`src/hdl/ooo_engine_pkg.sv`:
```
package ooo_engine_pkg;

    // which functional unit takes the issued op
    typedef enum logic [1:0] {
        FU_ALU = 2'd0,
        FU_BR  = 2'd1,
        FU_LS  = 2'd2,
        FU_MD  = 2'd3
    } fu_target_e;

    // funct3 of OP / OP-IMM, alt bit picks sub or sra
    typedef enum logic [2:0] {
        ALU_ADD_SUB = 3'b000,
        ALU_SLL     = 3'b001,
        ALU_SLT     = 3'b010,
        ALU_SLTU    = 3'b011,
        ALU_XOR     = 3'b100,
        ALU_SRL_SRA = 3'b101,
        ALU_OR      = 3'b110,
        ALU_AND     = 3'b111
    } alu_op_e;

    // funct3 of conditional branches
    typedef enum logic [2:0] {
        BR_BEQ  = 3'b000,
        BR_BNE  = 3'b001,
        BR_BLT  = 3'b100,
        BR_BGE  = 3'b101,
        BR_BLTU = 3'b110,
        BR_BGEU = 3'b111
    } br_op_e;

    // funct3 of loads and stores, unsigned forms share the width
    typedef enum logic [2:0] {
        LS_B  = 3'b000,
        LS_H  = 3'b001,
        LS_W  = 3'b010,
        LS_BU = 3'b100,
        LS_HU = 3'b101
    } ls_width_e;

    // funct3 of the unsigned M-extension subset
    typedef enum logic [2:0] {
        MD_MUL   = 3'b000,
        MD_MULHU = 3'b011,
        MD_DIVU  = 3'b101,
        MD_REMU  = 3'b111
    } md_op_e;

endpackage

```
`src/hdl/fu_issue_if.sv`:
```
`timescale 1ns/1ns

// operands of one issued op, shared by all units
interface fu_issue_if #(
    parameter int XLEN  = 32,
    parameter int TAG_W = 5
) ();
    logic [TAG_W-1:0] tag;
    logic [2:0]       funct3;
    logic             alt;
    logic [XLEN-1:0]  rs1;
    logic [XLEN-1:0]  rs2;
    logic [XLEN-1:0]  pc;
    logic [XLEN-1:0]  offset;

    modport driver (output tag, funct3, alt, rs1, rs2, pc, offset);
    modport receiver (input tag, funct3, alt, rs1, rs2, pc, offset);
endinterface

// held result of one unit towards writeback
interface fu_result_if #(
    parameter int XLEN  = 32,
    parameter int TAG_W = 5
) ();
    logic             valid;
    logic             ready;
    logic [TAG_W-1:0] tag;
    logic [XLEN-1:0]  value;
    logic             flag;

    modport source (output valid, tag, value, flag, input ready);
    modport sink (input valid, tag, value, flag, output ready);
endinterface

```
`src/hdl/int_alu_fu.sv`:
```
`timescale 1ns/1ns

module int_alu_fu import ooo_engine_pkg::*; #(
    parameter int XLEN  = 32,
    parameter int TAG_W = 5
) (
    input  logic         clk,
    input  logic         rst,
    input  logic         start,
    output logic         accept,
    fu_issue_if.receiver iss,
    fu_result_if.source  res
);

    alu_op_e                op;
    logic [4:0]             shamt;
    logic signed [XLEN-1:0] sra_res;
    logic [XLEN-1:0]        result;
    logic                   valid_q;
    logic [TAG_W-1:0]       tag_q;
    logic [XLEN-1:0]        value_q;

    assign op    = alu_op_e'(iss.funct3);
    assign shamt = iss.rs2[4:0];
    // kept apart so the shift stays arithmetic
    assign sra_res = $signed(iss.rs1) >>> shamt;

    always_comb begin
        case (op)
            ALU_ADD_SUB: begin
                if (iss.alt) begin
                    result = iss.rs1 - iss.rs2;
                end else begin
                    result = iss.rs1 + iss.rs2;
                end
            end
            ALU_SLL:  result = iss.rs1 << shamt;
            ALU_SLT:  result = {{(XLEN-1){1'b0}}, $signed(iss.rs1) < $signed(iss.rs2)};
            ALU_SLTU: result = {{(XLEN-1){1'b0}}, iss.rs1 < iss.rs2};
            ALU_XOR:  result = iss.rs1 ^ iss.rs2;
            ALU_SRL_SRA: begin
                if (iss.alt) begin
                    result = sra_res;
                end else begin
                    result = iss.rs1 >> shamt;
                end
            end
            ALU_OR:   result = iss.rs1 | iss.rs2;
            default:  result = iss.rs1 & iss.rs2;
        endcase
    end

    // valid set by start, cleared once writeback takes it
    always_ff @(posedge clk) begin
        if (rst) begin
            valid_q <= 1'b0;
        end else if (start) begin
            valid_q <= 1'b1;
        end else if (res.ready) begin
            valid_q <= 1'b0;
        end
    end

    always_ff @(posedge clk) begin
        if (start) begin
            tag_q   <= iss.tag;
            value_q <= result;
        end
    end

    // one op in flight
    assign accept    = !valid_q;
    assign res.valid = valid_q;
    assign res.tag   = tag_q;
    assign res.value = value_q;
    assign res.flag  = 1'b0;

    // result must not move while writeback stalls
    assert property (@(posedge clk) disable iff (rst)
        res.valid && !res.ready |=> res.valid && $stable(res.value));

endmodule

```
`src/hdl/br_fu.sv`:
```
`timescale 1ns/1ns

module br_fu import ooo_engine_pkg::*; #(
    parameter int XLEN  = 32,
    parameter int TAG_W = 5
) (
    input  logic         clk,
    input  logic         rst,
    input  logic         start,
    output logic         accept,
    fu_issue_if.receiver iss,
    fu_result_if.source  res
);

    br_op_e           op;
    logic             taken;
    logic [XLEN-1:0]  next_pc;
    logic             valid_q;
    logic [TAG_W-1:0] tag_q;
    logic [XLEN-1:0]  value_q;
    logic             taken_q;

    assign op = br_op_e'(iss.funct3);

    always_comb begin
        case (op)
            BR_BEQ:  taken = (iss.rs1 == iss.rs2);
            BR_BNE:  taken = (iss.rs1 != iss.rs2);
            BR_BLT:  taken = ($signed(iss.rs1) < $signed(iss.rs2));
            BR_BGE:  taken = ($signed(iss.rs1) >= $signed(iss.rs2));
            BR_BLTU: taken = (iss.rs1 < iss.rs2);
            BR_BGEU: taken = (iss.rs1 >= iss.rs2);
            default: taken = 1'b0;
        endcase
    end

    // target when taken, else fall through
    assign next_pc = taken ? iss.pc + iss.offset : iss.pc + XLEN'(4);

    always_ff @(posedge clk) begin
        if (rst) begin
            valid_q <= 1'b0;
        end else if (start) begin
            valid_q <= 1'b1;
        end else if (res.ready) begin
            valid_q <= 1'b0;
        end
    end

    always_ff @(posedge clk) begin
        if (start) begin
            tag_q   <= iss.tag;
            value_q <= next_pc;
            taken_q <= taken;
        end
    end

    assign accept    = !valid_q;
    assign res.valid = valid_q;
    assign res.tag   = tag_q;
    assign res.value = value_q;
    // flag carries the taken bit
    assign res.flag  = taken_q;

endmodule

```
`src/hdl/ld_st_fu.sv`:
```
`timescale 1ns/1ns

module ld_st_fu import ooo_engine_pkg::*; #(
    parameter int XLEN  = 32,
    parameter int TAG_W = 5
) (
    input  logic         clk,
    input  logic         rst,
    input  logic         start,
    output logic         accept,
    fu_issue_if.receiver iss,
    fu_result_if.source  res
);

    ls_width_e        width;
    logic [XLEN-1:0]  addr;
    logic             misaligned;
    logic             valid_q;
    logic [TAG_W-1:0] tag_q;
    logic [XLEN-1:0]  addr_q;
    logic             mis_q;

    assign width = ls_width_e'(iss.funct3);
    assign addr  = iss.rs1 + iss.offset;

    // bytes are always aligned
    always_comb begin
        case (width)
            LS_H, LS_HU: misaligned = addr[0];
            LS_W:        misaligned = |addr[1:0];
            default:     misaligned = 1'b0;
        endcase
    end

    always_ff @(posedge clk) begin
        if (rst) begin
            valid_q <= 1'b0;
        end else if (start) begin
            valid_q <= 1'b1;
        end else if (res.ready) begin
            valid_q <= 1'b0;
        end
    end

    always_ff @(posedge clk) begin
        if (start) begin
            tag_q  <= iss.tag;
            addr_q <= addr;
            mis_q  <= misaligned;
        end
    end

    assign accept    = !valid_q;
    assign res.valid = valid_q;
    assign res.tag   = tag_q;
    assign res.value = addr_q;
    assign res.flag  = mis_q;

endmodule

```
`src/hdl/md_fu.sv`:
```
`timescale 1ns/1ns

module md_fu import ooo_engine_pkg::*; #(
    parameter int XLEN  = 32,
    parameter int TAG_W = 5
) (
    input  logic         clk,
    input  logic         rst,
    input  logic         start,
    output logic         accept,
    fu_issue_if.receiver iss,
    fu_result_if.source  res
);

    localparam int CNT_W = $clog2(XLEN);

    typedef enum logic [1:0] {
        MD_IDLE,
        MD_RUN,
        MD_DONE
    } md_state_e;

    md_state_e        state;
    logic [CNT_W-1:0] cnt;
    md_op_e           op_in;
    logic             div_in;
    md_op_e           op_q;
    logic             div_q;
    logic [TAG_W-1:0] tag_q;
    logic             dz_q;
    // {acc_hi, acc_lo} is the product, or remainder and quotient
    logic [XLEN:0]    acc_hi;
    logic [XLEN-1:0]  acc_lo;
    // multiplicand or divisor
    logic [XLEN-1:0]  opnd;
    logic [XLEN:0]    mul_sum;
    logic [XLEN:0]    div_shift;
    logic [XLEN:0]    div_diff;

    assign op_in  = md_op_e'(iss.funct3);
    assign div_in = (op_in == MD_DIVU) || (op_in == MD_REMU);

    // one shift-and-add step
    assign mul_sum = {1'b0, acc_hi[XLEN-1:0]} + {1'b0, (acc_lo[0] ? opnd : '0)};
    // one restoring divide step
    assign div_shift = {acc_hi[XLEN-1:0], acc_lo[XLEN-1]};
    assign div_diff  = div_shift - {1'b0, opnd};

    // load on start, 32 steps, hold until writeback
    always_ff @(posedge clk) begin
        if (rst) begin
            state <= MD_IDLE;
            cnt   <= '0;
        end else begin
            case (state)
                MD_IDLE: begin
                    if (start) begin
                        state <= MD_RUN;
                        cnt   <= '0;
                    end
                end
                MD_RUN: begin
                    cnt <= cnt + 1'b1;
                    if (cnt == CNT_W'(XLEN-1)) begin
                        state <= MD_DONE;
                    end
                end
                default: begin
                    if (res.ready) begin
                        state <= MD_IDLE;
                    end
                end
            endcase
        end
    end

    always_ff @(posedge clk) begin
        if (start) begin
            op_q   <= op_in;
            div_q  <= div_in;
            tag_q  <= iss.tag;
            // zero divisor runs too and lands on all ones / rs1
            dz_q   <= div_in && (iss.rs2 == '0);
            acc_hi <= '0;
            acc_lo <= div_in ? iss.rs1 : iss.rs2;
            opnd   <= div_in ? iss.rs2 : iss.rs1;
        end else if (state == MD_RUN) begin
            if (!div_q) begin
                {acc_hi, acc_lo} <= {1'b0, mul_sum, acc_lo[XLEN-1:1]};
            end else if (!div_diff[XLEN]) begin
                acc_hi <= div_diff;
                acc_lo <= {acc_lo[XLEN-2:0], 1'b1};
            end else begin
                acc_hi <= div_shift;
                acc_lo <= {acc_lo[XLEN-2:0], 1'b0};
            end
        end
    end

    assign accept    = (state == MD_IDLE);
    assign res.valid = (state == MD_DONE);
    assign res.tag   = tag_q;
    // high half for mulhu and remu
    assign res.value = (op_q == MD_MULHU || op_q == MD_REMU) ? acc_hi[XLEN-1:0] : acc_lo;
    assign res.flag  = dz_q;

    // issue must honour accept
    assert property (@(posedge clk) disable iff (rst) start |-> state == MD_IDLE);

endmodule

```
`src/hdl/wb_arbiter.sv`:
```
`timescale 1ns/1ns

module wb_arbiter #(
    parameter int XLEN  = 32,
    parameter int TAG_W = 5
) (
    input  logic             clk,
    input  logic             rst,
    fu_result_if.sink        src_md,
    fu_result_if.sink        src_br,
    fu_result_if.sink        src_ls,
    fu_result_if.sink        src_alu,
    output logic             wb_valid,
    output logic [TAG_W-1:0] wb_tag,
    output logic [XLEN-1:0]  wb_value,
    output logic             wb_flag,
    input  logic             wb_ready
);

    // fixed priority md > br > ls > alu
    always_comb begin
        src_md.ready  = 1'b0;
        src_br.ready  = 1'b0;
        src_ls.ready  = 1'b0;
        src_alu.ready = 1'b0;
        wb_valid      = 1'b1;
        if (src_md.valid) begin
            {wb_tag, wb_value, wb_flag} = {src_md.tag, src_md.value, src_md.flag};
            src_md.ready = wb_ready;
        end else if (src_br.valid) begin
            {wb_tag, wb_value, wb_flag} = {src_br.tag, src_br.value, src_br.flag};
            src_br.ready = wb_ready;
        end else if (src_ls.valid) begin
            {wb_tag, wb_value, wb_flag} = {src_ls.tag, src_ls.value, src_ls.flag};
            src_ls.ready = wb_ready;
        end else begin
            // alu result, or nothing pending
            {wb_tag, wb_value, wb_flag} = {src_alu.tag, src_alu.value, src_alu.flag};
            wb_valid      = src_alu.valid;
            src_alu.ready = wb_ready && src_alu.valid;
        end
    end

    // at most one unit released per cycle
    assert property (@(posedge clk) disable iff (rst)
        $onehot0({src_md.ready, src_br.ready, src_ls.ready, src_alu.ready}));

endmodule

```
`src/hdl/ooo_engine_top.sv`:
```
`timescale 1ns/1ns

module ooo_engine_top import ooo_engine_pkg::*; #(
    parameter int XLEN  = 32,
    parameter int TAG_W = 5
) (
    input  logic             clk,
    input  logic             rst,
    input  logic             issue_valid,
    input  fu_target_e       issue_target,
    input  logic [TAG_W-1:0] issue_tag,
    input  logic [2:0]       issue_funct3,
    input  logic             issue_alt,
    input  logic [XLEN-1:0]  issue_rs1,
    input  logic [XLEN-1:0]  issue_rs2,
    input  logic [XLEN-1:0]  issue_pc,
    input  logic [XLEN-1:0]  issue_offset,
    output logic             issue_ready,
    output logic             wb_valid,
    output logic [TAG_W-1:0] wb_tag,
    output logic [XLEN-1:0]  wb_value,
    output logic             wb_flag,
    input  logic             wb_ready
);

    logic accept_alu;
    logic accept_br;
    logic accept_ls;
    logic accept_md;
    logic issue_fire;

    fu_issue_if #(.XLEN(XLEN), .TAG_W(TAG_W)) iss ();
    fu_result_if #(.XLEN(XLEN), .TAG_W(TAG_W)) res_alu ();
    fu_result_if #(.XLEN(XLEN), .TAG_W(TAG_W)) res_br ();
    fu_result_if #(.XLEN(XLEN), .TAG_W(TAG_W)) res_ls ();
    fu_result_if #(.XLEN(XLEN), .TAG_W(TAG_W)) res_md ();

    // operands go to every unit, only the strobe is steered
    assign iss.tag    = issue_tag;
    assign iss.funct3 = issue_funct3;
    assign iss.alt    = issue_alt;
    assign iss.rs1    = issue_rs1;
    assign iss.rs2    = issue_rs2;
    assign iss.pc     = issue_pc;
    assign iss.offset = issue_offset;

    // ready follows the targeted unit only
    always_comb begin
        case (issue_target)
            FU_ALU:  issue_ready = accept_alu;
            FU_BR:   issue_ready = accept_br;
            FU_LS:   issue_ready = accept_ls;
            default: issue_ready = accept_md;
        endcase
    end

    assign issue_fire = issue_valid && issue_ready;

    int_alu_fu #(.XLEN(XLEN), .TAG_W(TAG_W)) alu_u (
        .clk(clk), .rst(rst), .start(issue_fire && issue_target == FU_ALU),
        .accept(accept_alu), .iss(iss), .res(res_alu)
    );

    br_fu #(.XLEN(XLEN), .TAG_W(TAG_W)) br_u (
        .clk(clk), .rst(rst), .start(issue_fire && issue_target == FU_BR),
        .accept(accept_br), .iss(iss), .res(res_br)
    );

    ld_st_fu #(.XLEN(XLEN), .TAG_W(TAG_W)) ls_u (
        .clk(clk), .rst(rst), .start(issue_fire && issue_target == FU_LS),
        .accept(accept_ls), .iss(iss), .res(res_ls)
    );

    md_fu #(.XLEN(XLEN), .TAG_W(TAG_W)) md_u (
        .clk(clk), .rst(rst), .start(issue_fire && issue_target == FU_MD),
        .accept(accept_md), .iss(iss), .res(res_md)
    );

    wb_arbiter #(.XLEN(XLEN), .TAG_W(TAG_W)) wb_arb (
        .clk(clk), .rst(rst),
        .src_md(res_md), .src_br(res_br), .src_ls(res_ls), .src_alu(res_alu),
        .wb_valid(wb_valid), .wb_tag(wb_tag), .wb_value(wb_value), .wb_flag(wb_flag),
        .wb_ready(wb_ready)
    );

endmodule

```
`config.mk`:
```
export PLATFORM = sky130hd
export DESIGN_NAME = ooo_engine_top
export DESIGN_NICKNAME = d
export VERILOG_FILES = /design/src/hdl/ooo_engine_pkg.sv /design/src/hdl/fu_issue_if.sv /design/src/hdl/int_alu_fu.sv /design/src/hdl/br_fu.sv /design/src/hdl/ld_st_fu.sv /design/src/hdl/md_fu.sv /design/src/hdl/wb_arbiter.sv /design/src/hdl/ooo_engine_top.sv
export SDC_FILE = /design/constraint.sdc
export NUM_CORES = 1
export LEC_CHECK = 0
export BUFFER_PORTS_ARGS = -buffer_cell sky130_fd_sc_hd__buf_2
export CORE_UTILIZATION = 35
export CTS_CLUSTER_DIAMETER = 120
export DETAILED_ROUTE_END_ITERATION = 8
export PLACE_DENSITY = 0.47
export RECOVER_POWER = 50
export SYNTH_ARGS = -nofsm -noshare
export SYNTH_HDL_FRONTEND = slang
export SYNTH_SLANG_ARGS = --single-unit
```
`constraint.sdc`:
```
create_clock -name clk -period 16.59 [get_ports clk]
set_clock_uncertainty 0.1 [all_clocks]
set_input_delay 2.4885 -clock clk [delete_from_list [all_inputs] [get_ports clk]]
set_output_delay 2.4885 -clock clk [all_outputs]
set_load 0.02 [all_outputs]
```
==> metrics.txt <==
cell count after placement=about 4,300; final setup TNS=0 ns; height of the chip=277.7 um; maxcap violations=7; Clk Latency, worst-skew pair=0.61 ns; GRT Total Usage=30.53%; Core Box Area=about 0.075 mm^2; synth-to-layout area growth=10.49%; # DRC=0; vias per cell=6.106; initial antenna violation count=11; clk buf depth=3; number of global-route vias before repair=25,570; clk root buf=clkbuf_16; CP max stage delay=2.24 ns; top cells by area, synth=edfxtp_1 21%, ha_1 11%, mux2i_1 7.3%; met2 GRT Util=a little under half; Power per Cell Area=90.87 mW/mm^2; WL/cell=27.88 um; M3 GR Usage=a little under 4%; H-tree levels=1; static leakage=12.41 nW; Place WS=between 9 and 10 ns; synth unique cells=91; failing checks=capacitance limit, slew limit; Port Buf Inserts=182; critical path launch point type=primary input; register area share after synthesis=24.15%; CP max-delay cell=clkbuf_1; Final WS setup=a little under 9 ns; Fin. Hold Viols=0; CP endpoint kind=flop; cts bufs inserted=31; total die area=0.07712 mm^2; ys flop type=edfxtp_1; fraction of layout cells with a size suffix above 1=10.66%; Worst Hold Class=reg -> reg; GPL Wtd Cong=1.005; Post-Syn Area=approximately 0.027 mm^2; Synth top area share=20.99%; CTS tree=done; min cycle time layout=between 7 and 8 ns; Rows=100; Placed Area=0.02841 mm^2; final period utilization=46.14%; first-pass GRT wire length=175,500 um; CP cell instances=clkbuf_1 -> nand2_1 -> clkbuf_1 -> o21ai_0 -> nand2_1 -> o21ai_0; first-pass iteration count of the detailed router=5; Seq cells post-synth=roughly 230; Post-CTS Setup Inserts=0; Nets=3,735; RSZ-0062 raised after global routing=no; final wirelength=121,500 um; DP Wirelength=94,400 um; worst setup path class=in -> reg; Total Power=about 0.0027 W; Post-Synthesis Cells=3,285; Slew Limit Fails=300; num ports=183; Worst EP required=about 17 ns; critical path data arrival time=7.79 ns; area leader, netlist=edfxtp_1; global route hottest layer=met2; CTS sink count=228; final number of setup-violating endpoints=0; final non-filler cell area=approximately 0.03 mm^2; Die Width=277.7 um; Max VDD drop=85.69 uV; Initial Util=a little over a third; Post-synth EDFFs=186; syn nets=3,660; via count=26,610; average cell area after synthesis=8.099 um^2; clk slew on worst S/H paths=roughly 0.06 ns; Max FO, Critical Path=84; largest net degree at the start of global routing=85; met1 Use GR=41.63%; Final ANT Viol Nets=0; slew margin rel.=-106.0%; Final Instance Count excl. Fillers=4,358; cts repair resizes=0; highest clock rate=130.6 MHz; worst slew pin tran=3.090 ns; Hold Buf Count CTS=0; asr flop ratio synth=0%; status=finished, violations left; gr ovfl total=0; Synth Warn #=0; initial DRC count=2,639
cells by family (layout without fill, tap and decap cells):
logic type	after synthesis	count (layout)	share of synthesized area, %
simple gates	946	946	15.97
fa+ha+maj	232	232	11.08
flops	228	228	24.15
mux	257	257	12.03
xor+xnor	160	160	5.267
other cells	0	4	0
buf+inv	367	467	5.385
compound gates	1095	1095	26.11
final cells by class:
type                       count  area (um^2)
timing repair buffer         233         1254
inverter                     176        661.9
tap                          969         1212
antenna                        4        10.01
clock inverter                19        224.0
multi-input combinational   2690        18770
fill                        7772        45430
clock buffer                  39        835.8
sequential                   228         6429
final timing paths:
| kind | start | end | slack, ns | depth (start not counted) |
|---|---|---|---|---|
| max | issue_funct3[0] | md_u.acc_lo[27] | 8.93 | 6 |
| min | md_u.cnt[1] | md_u.cnt[1] | 0.39 | 2 |
| max reg2reg | md_u.state[0] | md_u.acc_lo[22] | 11.44 | 6 |
| min reg2reg | md_u.cnt[1] | md_u.cnt[1] | 0.39 | 2 |
worst max-delay path, delay by kind of cell:
family,cells,cell delay (ns)
compound gates,2,0.77
buf+inv,2,2.88
simple gates,2,1.53
sequential cells by signal, summed over array words and instances (netlist names), 2 cells and up:
| signal | cells |
|---|---|
| md_u.res.tag | 5 |
| md_u.cnt | 5 |
| ls_u.res.value | 32 |
| alu_u.res.tag | 5 |
| md_u.opnd | 32 |
| br_u.res.tag | 5 |
| md_u.acc_hi | 32 |
| md_u.op_q | 2 |
| alu_u.res.value | 32 |
| md_u.acc_lo | 32 |
| br_u.res.value | 32 |
| ls_u.res.tag | 5 |
| md_u.state | 2 |
cell usage after synthesis, types with 30 or more instances:
cell        n
xnor2_1    94
nand3_1    59
dfxtp_1    42
o21bai_1   32
xor2_1     66
edfxtp_1  186
mux4_2     49
o211ai_1   38
clkbuf_1  138
inv_1     170
nand2_1   292
a21oi_1   330
o21ai_0   262
buf_1      30
ha_1      226
nor2_1    340
o21a_1     34
and2_1     39
mux2i_1   195
nor3_1     55
a21o_1     90
a211oi_1   76
placed cells by master, fill, tap and decap left out, types with 49 or more instances in the layout:
cell type  instances
o21ai_0          262
xnor2_1           94
nor2_1           340
a211oi_1          76
a21oi_1          330
mux4_2            49
xor2_1            66
inv_1            170
buf_2            171
ha_1             226
a21o_1            90
nand2_1          291
nand3_1           58
mux2i_1          195
nor3_1            54
edfxtp_1         186
through the flow:
step	hold WS (ns)	utilization, %
after floorplan	0.3522	-
after global placement	0.3589	37.97
after detailed placement	0.3789	37.97
after CTS	0.3877	39.38
after global routing	0.4245	39.28
final	0.3892	39.29
metal layers:
metal | up-vias | routed length, um
li1 | 12310 | -
met1 | 12930 | 53210
met2 | 1149 | 53520
met3 | 229 | 8231
met4 | 4 | 6504
met5 | - | 26
power by group:
group	switching (W)	total, W	internal, W	leakage (nW)
registers	0.0000670	0.000751	0.000684	2.06
logic	0.000762	0.00121	0.000452	9.83
clock network	0.000285	0.000706	0.000420	0.521
total	0.00111	0.00267	0.00156	12.4
Power figures use the tool's default switching activity.
